==> src/rv32i_mem_consts.svh <==
`ifndef RV32I_MEM_CONSTS_SVH
`define RV32I_MEM_CONSTS_SVH

// ============================================================================
// Datapath and data memory sizing
// ============================================================================

// Data word width
`define XLEN 32

// Number of words in the data memory
`define DMEM_WORDS 256

// Word index width, taken from address bits 9:2
`define DMEM_INDEX_BITS 8

`endif

==> src/rv32i_mem_pkg.sv <==
package rv32i_mem_pkg;

    // ========================================================================
    // Major opcodes seen by the memory and write-back stages
    // ========================================================================
    typedef enum logic [6:0] {
        opc_load   = 7'b0000011,
        opc_store  = 7'b0100011,
        opc_op_imm = 7'b0010011,
        opc_op     = 7'b0110011,
        opc_lui    = 7'b0110111,
        opc_auipc  = 7'b0010111
    } opcode_t;

    // Load and store width codes
    typedef enum logic [2:0] {
        mem_byte          = 3'b000,
        mem_half          = 3'b001,
        mem_word          = 3'b010,
        mem_byte_unsigned = 3'b100,
        mem_half_unsigned = 3'b101
    } mem_funct3_t;

    // ========================================================================
    // Instruction word views
    // ========================================================================
    typedef struct packed {
        logic [11:0] imm;
        logic [4:0]  rs1;
        logic [2:0]  funct3;
        logic [4:0]  rd;
        logic [6:0]  opcode;
    } inst_i_view_t;

    // Bits 11:7 hold the low immediate here, not rd
    typedef struct packed {
        logic [6:0] imm_hi;
        logic [4:0] rs2;
        logic [4:0] rs1;
        logic [2:0] funct3;
        logic [4:0] imm_lo;
        logic [6:0] opcode;
    } inst_s_view_t;

    typedef union packed {
        inst_i_view_t i;
        inst_s_view_t s;
    } rv32_inst_t;

endpackage

==> src/mem_stage.sv <==
`timescale 1ns/1ps

`include "rv32i_mem_consts.svh"

module mem_stage (
    input  logic                      mem_valid,
    input  rv32i_mem_pkg::rv32_inst_t mem_inst,
    input  logic [`XLEN-1:0]          mem_alu_out,
    input  logic [`XLEN-1:0]          mem_rs2_v,

    output logic [`XLEN-1:0]          dmem_addr,
    output logic [3:0]                dmem_rmask,
    output logic [3:0]                dmem_wmask,
    output logic [`XLEN-1:0]          dmem_wdata
);

    logic       is_load;
    logic       is_store;
    logic [2:0] funct3;
    logic [1:0] offset;
    logic [3:0] lane_mask;

    // ========================================================================
    // Decode and lane selection
    // ========================================================================
    always_comb begin
        is_load  = (mem_inst.i.opcode == rv32i_mem_pkg::opc_load);
        is_store = (mem_inst.s.opcode == rv32i_mem_pkg::opc_store);

        // Same bit positions in both views
        funct3 = mem_inst.i.funct3;
        offset = mem_alu_out[1:0];

        case (rv32i_mem_pkg::mem_funct3_t'(funct3))
            rv32i_mem_pkg::mem_byte,
            rv32i_mem_pkg::mem_byte_unsigned: begin
                lane_mask = 4'b0001 << offset;
            end
            rv32i_mem_pkg::mem_half,
            rv32i_mem_pkg::mem_half_unsigned: begin
                lane_mask = 4'b0011 << offset;
            end
            default: begin
                lane_mask = 4'b1111;
            end
        endcase
    end

    // ========================================================================
    // Data memory port
    // ========================================================================
    always_comb begin
        dmem_addr  = {mem_alu_out[`XLEN-1:2], 2'b00};
        dmem_rmask = (mem_valid && is_load) ? lane_mask : 4'b0000;
        dmem_wmask = (mem_valid && is_store) ? lane_mask : 4'b0000;

        // Move store data up to its byte lane
        dmem_wdata = mem_rs2_v << {offset, 3'b000};
    end

    // ========================================================================
    // Access checks
    // ========================================================================
    always_comb begin
        assert final ($isunknown(mem_valid)
                      || !(mem_valid && (is_load || is_store) && funct3[1:0] == 2'b01)
                      || !mem_alu_out[0])
            else $error("mem_stage: misaligned halfword access at %h", mem_alu_out);

        assert final ($isunknown(mem_valid)
                      || !(mem_valid && (is_load || is_store) && funct3[1:0] == 2'b10)
                      || (mem_alu_out[1:0] == 2'b00))
            else $error("mem_stage: misaligned word access at %h", mem_alu_out);
    end

endmodule

==> config.mk <==
export PLATFORM = sky130hd
export DESIGN_NAME = mem_stage
export DESIGN_NICKNAME = d
export VERILOG_FILES = /design/src/rv32i_mem_pkg.sv /design/src/mem_stage.sv
export VERILOG_INCLUDE_DIRS = /design/src /design/src/src
export SDC_FILE = /design/constraint.sdc
export NUM_CORES = 1
export LEC_CHECK = 0
export BUFFER_PORTS_ARGS = -buffer_cell sky130_fd_sc_hd__buf_2
export CAP_MARGIN = 10
export CELL_PAD_IN_SITES_DETAIL_PLACEMENT = 1
export CELL_PAD_IN_SITES_GLOBAL_PLACEMENT = 1
export CORE_UTILIZATION = 15
export DETAILED_ROUTE_END_ITERATION = 7
export PLACE_DENSITY = 0.89
export SLEW_MARGIN = 20
export SYNTH_ARGS = -nofsm -noshare
export SYNTH_HDL_FRONTEND = slang
export SYNTH_SLANG_ARGS = --single-unit
==> constraint.sdc <==
create_clock -name vclk -period 1.85
set_input_delay 0.555 -clock vclk [all_inputs]
set_output_delay 0.555 -clock vclk [all_outputs]
set_load 0.05 [all_outputs]
==> flow_metrics.env <==
export IMPL_run_status="finished, violations left"
export IMPL_failed_checks="negative setup slack"
export IMPL_core_area_um2=5920
export IMPL_firstDrtPassIters=2
export IMPL_grt_max_degree=9
export IMPL_hpwl_um=3450
export IMPL_worstHoldPathType="in2out"
export IMPL_port_buffers=84
export IMPL_synthToLayoutAreaGrowth_pct=209
export IMPL_synth_xor_area_share_pct=0
export IMPL_grt_antenna_before_repair=0
export IMPL_synth_avg_cell_area_um2=7.77
export IMPL_fin_nets=313
export IMPL_postRouteAntennaNets=0
export IMPL_hold_depth=0
export IMPL_setup_ws_ns=-0.392
export IMPL_path_class="in2out"
export IMPL_vdd_drop_max_mv=0.151
export IMPL_routabilityCongestion=0.683
export IMPL_pwr_share_comb_pct=100.0
export IMPL_p_per_area_nw_per_um2=320
export IMPL_report_final_slew_viol_count=0
export IMPL_via_per_inst=4.39
export IMPL_p_sw_share_pct=52.4
export IMPL_post_layout_nonfiller_instances=289
export IMPL_synth_fa_ha_area_share_pct=0
export IMPL_arrival_ns=1.69
export IMPL_end_kind="primary output"
export IMPL_worstPathRequired_ns=1.29
export IMPL_syn_inst=119
export IMPL_core_rowCount=28
export IMPL_synth_mux_area_share_pct=34.6
export IMPL_synth_top_family_by_area="multiplexers"
export IMPL_nClkBuffers=0
export IMPL_wl_per_cell_um=17.7
export IMPL_die_x_um=80.5
export IMPL_ys_types=25
export IMPL_cap_violations=0
export IMPL_postCtsHoldBufs=0
export IMPL_seq_cell_count=0
export IMPL_yosysSeqAreaShare_pct=0
export IMPL_finalSetupViolCount=40
export IMPL_grt_use_total_pct=15.9
export IMPL_antenna_cells=0
export IMPL_die_h_um=80.5
export IMPL_switching_power_uw=480
export IMPL_routed_wl_um=5120
export IMPL_clockPowerShare_pct=0
export IMPL_fmax_ghz=0.446
export IMPL_min_period_ns=2.24
export IMPL_yosys_area_share_simple_pct=18.1
export IMPL_pre_cts_ws_ns=-0.482
export IMPL_fin_crit_sh_pct=121
export IMPL_vias=1269
export IMPL_finalHoldViolations=0
export IMPL_die_area_um2=6480
export IMPL_p_leak_nw=1.13
export IMPL_intPower_uw=436
export IMPL_critPathLaunchType="input port"
export IMPL_drc_errors=0
export IMPL_ys_warn_count=0
export IMPL_synthesis_area_um2=925
export IMPL_drtIter0Drc=19
export IMPL_critPathMaxFanout=3
export IMPL_ios=169
export IMPL_grt_ovfl_total=0
export IMPL_start_util_pct=15.6
export IMPL_grt_pass1_wl_um=7820
export IMPL_synth_compound_area_share_pct=14.9
export IMPL_drive_gt1_share_pct=95.8
export IMPL_regArea_um2=0
export IMPL_grt_pass1_vias=1520
export IMPL_p_seq_share_pct=0
export IMPL_placed_cells=270
export IMPL_grt_setup_unrepaired="yes"
==> layer usage <==
metal	up-vias	wire, um	track usage (%)
li1	590	-	-
met1	596	1510	13.4
met2	73	3180	36.0
met3	10	387	2.95
met4	0	48	3.39
met5	-	0	0
==> per-stage QoR <==
step	power [mW]	hold WS, ns	util (%)	instance area (um2)	setup TNS, ns
after CTS	0.888	1.11	46.9	2780	-6.01
after global placement	0.630	1.11	32.7	1940	-12.06
final	0.916	1.11	48.3	2860	-6.12
after global routing	0.953	1.11	48.3	2860	-7.40
after floorplan	0.637	1.18	-	1500	-3.15
after detailed placement	0.647	1.11	32.7	1940	-12.77
==> synth_stat cells (all sizes together) (2+ instances only) <==
library cell / instances / area share [%]
a311oi: 2 / 1.9
a211oi: 4 / 3.2
o2bb2ai: 7 / 6.6
buf: 39 / 31
and2: 8 / 5.4
nand4bb: 2 / 2.4
mux2i: 32 / 35
nor2: 9 / 3.7
clkbuf: 2 / 0.81
==> cells in the final DEF, fill, tap and decap left out, types with 2 or more instances in the layout <==
cell and count:
mux2i_1 3, mux2i_4 28, buf_8 18, buf_2 37, nor2_4 9, buf_16 3
and2_4 8, buf_12 6, a211oi_4 4, buf_6 48, o2bb2ai_4 7, conb_1 2
buf_4 23, a311oi_4 2
==> area by class of cell <==
type / count / area (um2)
Inverter: 1 / 3.75
Timing Repair Buffer: 135 / 1370
Fill cell: 604 / 3060
Multi-Input combinational cell: 78 / 1390
Tap cell: 75 / 93.8
==> worst paths after layout <==
| check | startpoint | end | slack (ns) |
|---|---|---|---|
| max | mem_inst[5] | dmem_rmask[2] | -0.39 |
| min | mem_alu_out[13] | dmem_addr[13] | 1.11 |
==> power by group through the flow <==
| stage | registers [mW] | clock network, mW | logic (mW) |
|---|---|---|---|
| 2_1_floorplan | 0 | 0 | 0.637 |
| 3_3_place_gp | 0 | 0 | 0.630 |
| 3_5_place_dp | 0 | 0 | 0.647 |
| 4_1_cts | 0 | 0 | 0.888 |
| 5_1_grt | 0 | 0 | 0.953 |
| 6_report | 0 | 0 | 0.916 |
==> worst max-delay path, stage by stage <==
cell,delay (ns)
buf_6,0.09
or4b_4,0.59
a311oi_4,0.24
buf_6,0.20
==> repair_timing <==
action / in CTS / in global routing
setup buffers: 13 / 6
hold endpoints to repair: 0 / 0
pin swaps: 21 / 12
gates cloned: 3 / 0
resized for setup: 165 / 25
setup endpoints to repair: 40 / 40
==> logic make-up (layout without fill, tap and decap cells) <==
group	after synthesis	count (layout)
other cells	1	2
buf+inv	42	136
simple gates	27	27
compound gates	17	17
mux	32	32
(Power assumes the default switching activity.)
