--- src/rv32i_mem_consts.svh ---
`ifndef RV32I_MEM_CONSTS_SVH
`define RV32I_MEM_CONSTS_SVH

// ============================================================================
// Datapath and data memory sizing
// ============================================================================

// Data word width
`define XLEN 32

// Number of words in the data memory
`define DMEM_WORDS 256

// Word index width, taken from address bits 9:2
`define DMEM_INDEX_BITS 8

`endif

--- src/rv32i_mem_pkg.sv ---
package rv32i_mem_pkg;

    // ========================================================================
    // Major opcodes seen by the memory and write-back stages
    // ========================================================================
    typedef enum logic [6:0] {
        opc_load   = 7'b0000011,
        opc_store  = 7'b0100011,
        opc_op_imm = 7'b0010011,
        opc_op     = 7'b0110011,
        opc_lui    = 7'b0110111,
        opc_auipc  = 7'b0010111
    } opcode_t;

    // Load and store width codes
    typedef enum logic [2:0] {
        mem_byte          = 3'b000,
        mem_half          = 3'b001,
        mem_word          = 3'b010,
        mem_byte_unsigned = 3'b100,
        mem_half_unsigned = 3'b101
    } mem_funct3_t;

    // ========================================================================
    // Instruction word views
    // ========================================================================
    typedef struct packed {
        logic [11:0] imm;
        logic [4:0]  rs1;
        logic [2:0]  funct3;
        logic [4:0]  rd;
        logic [6:0]  opcode;
    } inst_i_view_t;

    // Bits 11:7 hold the low immediate here, not rd
    typedef struct packed {
        logic [6:0] imm_hi;
        logic [4:0] rs2;
        logic [4:0] rs1;
        logic [2:0] funct3;
        logic [4:0] imm_lo;
        logic [6:0] opcode;
    } inst_s_view_t;

    typedef union packed {
        inst_i_view_t i;
        inst_s_view_t s;
    } rv32_inst_t;

endpackage

--- src/wb_stage.sv ---
`timescale 1ns/1ps

`include "rv32i_mem_consts.svh"

module wb_stage (
    input  logic                      clk,
    input  logic                      reset,

    input  logic                      mem_valid,
    input  rv32i_mem_pkg::rv32_inst_t mem_inst,
    input  logic [`XLEN-1:0]          mem_pc,
    input  logic [`XLEN-1:0]          mem_alu_out,
    input  logic [`XLEN-1:0]          dmem_rdata,

    output logic                      wb_valid,
    output logic [`XLEN-1:0]          wb_pc,
    output logic                      rd_we,
    output logic [4:0]                rd_addr,
    output logic [`XLEN-1:0]          rd_wdata
);

    rv32i_mem_pkg::rv32_inst_t wb_inst;
    logic [`XLEN-1:0]          wb_alu_out;
    logic [1:0]                offset;
    logic                      is_load;
    logic                      writes_rd;
    logic [7:0]                load_byte;
    logic [15:0]               load_half;
    logic [`XLEN-1:0]          load_data;

    // ========================================================================
    // MEM/WB register
    // ========================================================================
    always_ff @(posedge clk) begin
        if (reset) begin
            wb_valid <= 1'b0;
        end else begin
            wb_valid <= mem_valid;
        end
    end

    always_ff @(posedge clk) begin
        wb_inst    <= mem_inst;
        wb_pc      <= mem_pc;
        wb_alu_out <= mem_alu_out;
    end

    // ========================================================================
    // Load extraction
    // ========================================================================
    always_comb begin
        offset    = wb_alu_out[1:0];
        load_byte = dmem_rdata[{offset, 3'b000} +: 8];
        load_half = dmem_rdata[{offset[1], 4'b0000} +: 16];

        case (rv32i_mem_pkg::mem_funct3_t'(wb_inst.i.funct3))
            rv32i_mem_pkg::mem_byte:          load_data = {{24{load_byte[7]}}, load_byte};
            rv32i_mem_pkg::mem_byte_unsigned: load_data = {24'h000000, load_byte};
            rv32i_mem_pkg::mem_half:          load_data = {{16{load_half[15]}}, load_half};
            rv32i_mem_pkg::mem_half_unsigned: load_data = {16'h0000, load_half};
            default:                          load_data = dmem_rdata;
        endcase
    end

    // ========================================================================
    // Register file write port
    // ========================================================================
    always_comb begin
        is_load = (wb_inst.i.opcode == rv32i_mem_pkg::opc_load);

        case (wb_inst.i.opcode)
            rv32i_mem_pkg::opc_load,
            rv32i_mem_pkg::opc_op_imm,
            rv32i_mem_pkg::opc_op,
            rv32i_mem_pkg::opc_lui,
            rv32i_mem_pkg::opc_auipc: writes_rd = 1'b1;
            default:                  writes_rd = 1'b0;
        endcase

        rd_addr  = wb_inst.i.rd;
        rd_we    = wb_valid && writes_rd && (wb_inst.i.rd != 5'd0);
        rd_wdata = is_load ? load_data : wb_alu_out;
    end

endmodule

--- config.mk ---
export PLATFORM = sky130hd
export DESIGN_NAME = wb_stage
export DESIGN_NICKNAME = d
export VERILOG_FILES = /design/src/rv32i_mem_pkg.sv /design/src/wb_stage.sv
export VERILOG_INCLUDE_DIRS = /design/src /design/src/src
export SDC_FILE = /design/constraint.sdc
export NUM_CORES = 1
export LEC_CHECK = 0
export ABC_CLOCK_PERIOD_IN_PS = 4100
export BUFFER_PORTS_ARGS = -buffer_cell sky130_fd_sc_hd__buf_2
export CAP_MARGIN = 20
export CORE_ASPECT_RATIO = 0.75
export CORE_MARGIN = 2
export CORE_UTILIZATION = 44
export CTS_BUF_LIST = sky130_fd_sc_hd__clkbuf_2 sky130_fd_sc_hd__clkbuf_4 sky130_fd_sc_hd__clkbuf_8
export DETAILED_ROUTE_END_ITERATION = 7
export GPL_ROUTABILITY_DRIVEN = 1
export PLACE_DENSITY = 0.95
export SLEW_MARGIN = 20
export SYNTH_ARGS = -nofsm -noshare
export SYNTH_HDL_FRONTEND = slang
export SYNTH_SLANG_ARGS = --single-unit
export TNS_END_PERCENT = 50
--- constraint.sdc ---
create_clock -name clk -period 4.1 [get_ports clk]
set_input_delay 0.82 -clock clk [delete_from_list [all_inputs] [get_ports clk]]
set_output_delay 0.82 -clock clk [all_outputs]
set_load 0.01 [all_outputs]
==> results_dict.tcl <==
set metrics [dict create \
    post_synthesis_cell_type_with_the_largest_combined_area "dfxtp_1" \
    maxClockFrequency_ghz 0.296 \
    worst_hold_path_type "in -> reg" \
    timing.critical_path.depth 5 \
    cts.repair_timing.setup_buffer_count 0 \
    syn_nets 381 \
    tritoncts "built" \
    synth.lib_cells_used.distinct 40 \
    timing.max_slew.rel_slack_pct 56.6 \
    run_status "finished, final reports clean" \
    track_usage_pct 22.4 \
    dieArea_sq_um 6690 \
    final.setup.tns_ps 0 \
    holdCritStartpoint "mem_inst[7]" \
    required_time_at_the_endpoint_of_the_critical_path_ps 3280 \
    static-leakage-power_uw 0.00186 \
    yosysWarningCount 0 \
    period_needed_ps 3370 \
    synthDominantCellAreaShare_pct 60.2 \
    synthesis.area_per_instance_sq_um 10.6 \
    nNetsFinal 561 \
    ant_nets 0 \
    buffer_ports.inserted 184 \
    worstPathMaxFanout 16 \
    seq_power_share_pct 51.6 \
    root_buffer "clkbuf_8" \
    initial_core_util_pct 45.6 \
    dpl.hpwl_um 5970 \
    synthArstFlopShare_pct 0 \
    maximum_capacitance_violations 0 \
    wl_per_cell_um 14.9 \
    critPathArrivalTime_ps 2550 \
    hold-path-endpoint "wb_inst[7]" \
    ys_top_cells_by_area "dfxtp_1 60%, nand2_1 4.5%, mux2_2 3.8%" \
    antenna_found_initial 0 \
    antennaDiodeCount 0 \
    die_height_um 71.3 \
    critical_path.slowest_cell "dfxtp_1" \
    cp_cell_sequence "mux2_2 > a222oi_1 > o21a_2 > a21oi_1 > buf_2" \
    cellPowerDensity_nw_per_um2 429 \
    cts.sink_count 80 \
    layout_worst_path_cycle_share_pct 82.3 \
    crit_family "compound AO/OA/AOI/OAI gates" \
    holdPathStages 1 \
    drtIter0Drc 129 \
    sw_frac_of_total_pct 24.9 \
    floorplan.rows 24 \
    die_w_um 93.8 \
    worst-setup-path-type "reg -> out" \
    ys_top_cells_by_count "80 x dfxtp_1, 32 x nand2_1, 26 x nor2_1, 10 x a21oi_2, 10 x o21ai_0" \
    placeable_core_region_sq_um 5830 \
    mappedNetlistArea_sq_um 2660 \
    postCtsHoldBufs 0 \
    grt_start_max_net_pins 30 \
    layout_cells_sized_above_1_pct 52.6 \
    internal_cell_power_uw 1220 \
    endpoint_kind "output pin" \
    rsz0062_at_grt "no" \
    share_of_total_power_in_combinational_logic_pct 11.5 \
    synth_most_common_cell "dfxtp_1" \
    critical-path-max-stage-delay_ps 740 \
    synth-edff-count 0 \
    grt_first_pass_wirelength_um 11300 \
    cts.clk_slew.worst_paths_ps 90 \
    maxSlewViolCount 0 \
    wirelength_um 7640 \
    area_delta_synth_final_pct 42.5 \
    synth-seq-cells 80 \
    cts_resized 0 \
    grt_pass1_vias 2324 \
    startpoint_type "flop" \
    layout.filler_cells 477 \
    h-tree-depth 3 \
    grt.overflow.total 0 \
    drc 0 \
    placer_congestion_estimate 0.780 \
    syn-instance-count 250 \
    worstMarginPinSlew_ps 651 \
    critical_path_buf_inv_count 1 \
    total_clock_buffers_created_by_cts 9 \
    ys_dominant_reg_cell "dfxtp_1" \
    firstDrtPassIters 4 \
    clockPowerShare_pct 36.9 \
    post_drt_via_cell_ratio 4.82 \
    ctsLongestPathBuffers 2 \
    routed-via-count 2475 \
    post-layout-total-power_uw 1620 \
    report.final.setup_viol 0 \
    final_hold_vios 0 \
    ys_seq_area_share_pct 60.2 \
    io-pin-count 202 \
    switchingPower_uw 404 \
    power.ir.vdd_worst_v 0.000355 \
]
## cells by family after synthesis
| family | after synthesis | share of synthesized area (%) |
|---|---|---|
| AO/OA/AOI/OAI | 63 | 16.6 |
| buffers and inverters | 20 | 4.99 |
| flip-flops | 80 | 60.2 |
| multiplexers | 12 | 5.65 |
| AND/OR/NAND/NOR | 75 | 12.6 |
## worst max-delay path by stage
stage / from / slack, ps / end
after floorplan: dmem_rdata[15] / 1450 / rd_wdata[20]
after global placement: dmem_rdata[23] / 1050 / rd_wdata[30]
after detailed placement: dmem_rdata[23] / 970 / rd_wdata[18]
after CTS: wb_alu_out[1] / 740 / rd_wdata[18]
after global routing: wb_alu_out[1] / 600 / rd_wdata[18]
final: wb_alu_out[1] / 730 / rd_wdata[18]
## final cells by class
cell class | count | area (sq um) | area share [%]
sequential | 80 | 1600 | 42.3
timing repair buffer | 186 | 936 | 24.7
multi-input combinational | 150 | 931 | 24.6
clock buffer | 10 | 138 | 3.63
tap | 78 | 97.6 | 2.58
clock inverter | 6 | 73.8 | 1.95
inverter | 3 | 11.3 | 0.297
## metrics by stage
step / util (%) / cell area (sq um) / setup slack, ps / std cells / hold slack (ps)
5_1_grt: 65.0 / 3790 / 598 / 513 / 533
6_report: 65.0 / 3790 / 725 / 513 / 560
2_1_floorplan: - / 2660 / 1450 / 250 / 848
4_1_cts: 65.0 / 3790 / 743 / 513 / 541
3_5_place_dp: 61.4 / 3580 / 974 / 497 / 924
3_3_place_gp: 61.4 / 3580 / 1050 / 497 / 922
## power groups by stage
stage	Clock [uW]	Sequential [uW]	Combinational (uW)
6_report	599	838	186
5_1_grt	652	842	203
4_1_cts	614	838	187
3_5_place_dp	0	856	186
3_3_place_gp	0	854	181
2_1_floorplan	0	857	81.0
## cells in the final DEF (no fill, tap or decap), types with 4 or more instances in the layout
| master | synthesis | layout |
|---|---|---|
| a21boi_0 | 8 | 8 |
| a21oi_1 | 8 | 8 |
| a21oi_2 | 10 | 10 |
| buf_2 | 6 | 184 |
| clkbuf_8 | 0 | 10 |
| dfxtp_1 | 80 | 80 |
| mux2_2 | 9 | 9 |
| nand2_1 | 32 | 32 |
| nor2_1 | 26 | 26 |
| o21ai_0 | 10 | 10 |
| o21ai_1 | 8 | 8 |
| o22ai_1 | 5 | 5 |
| o31ai_1 | 4 | 4 |
## metal layers
metal,up-vias,part of all wire [%],track usage [%]
li1,1214,-,-
met1,1104,38,23.6
met2,140,50,40.5
met3,17,11,8.83
met4,0,1.9,8.05
met5,-,0,0
## flip-flops by register name (all words and copies together) (netlist names)
| register | cells |
|---|---|
| wb_pc | 32 |
| wb_inst | 15 |
| wb_valid | 1 |
| wb_alu_out | 32 |
No activity file was read; power rests on OpenSTA's default activity.
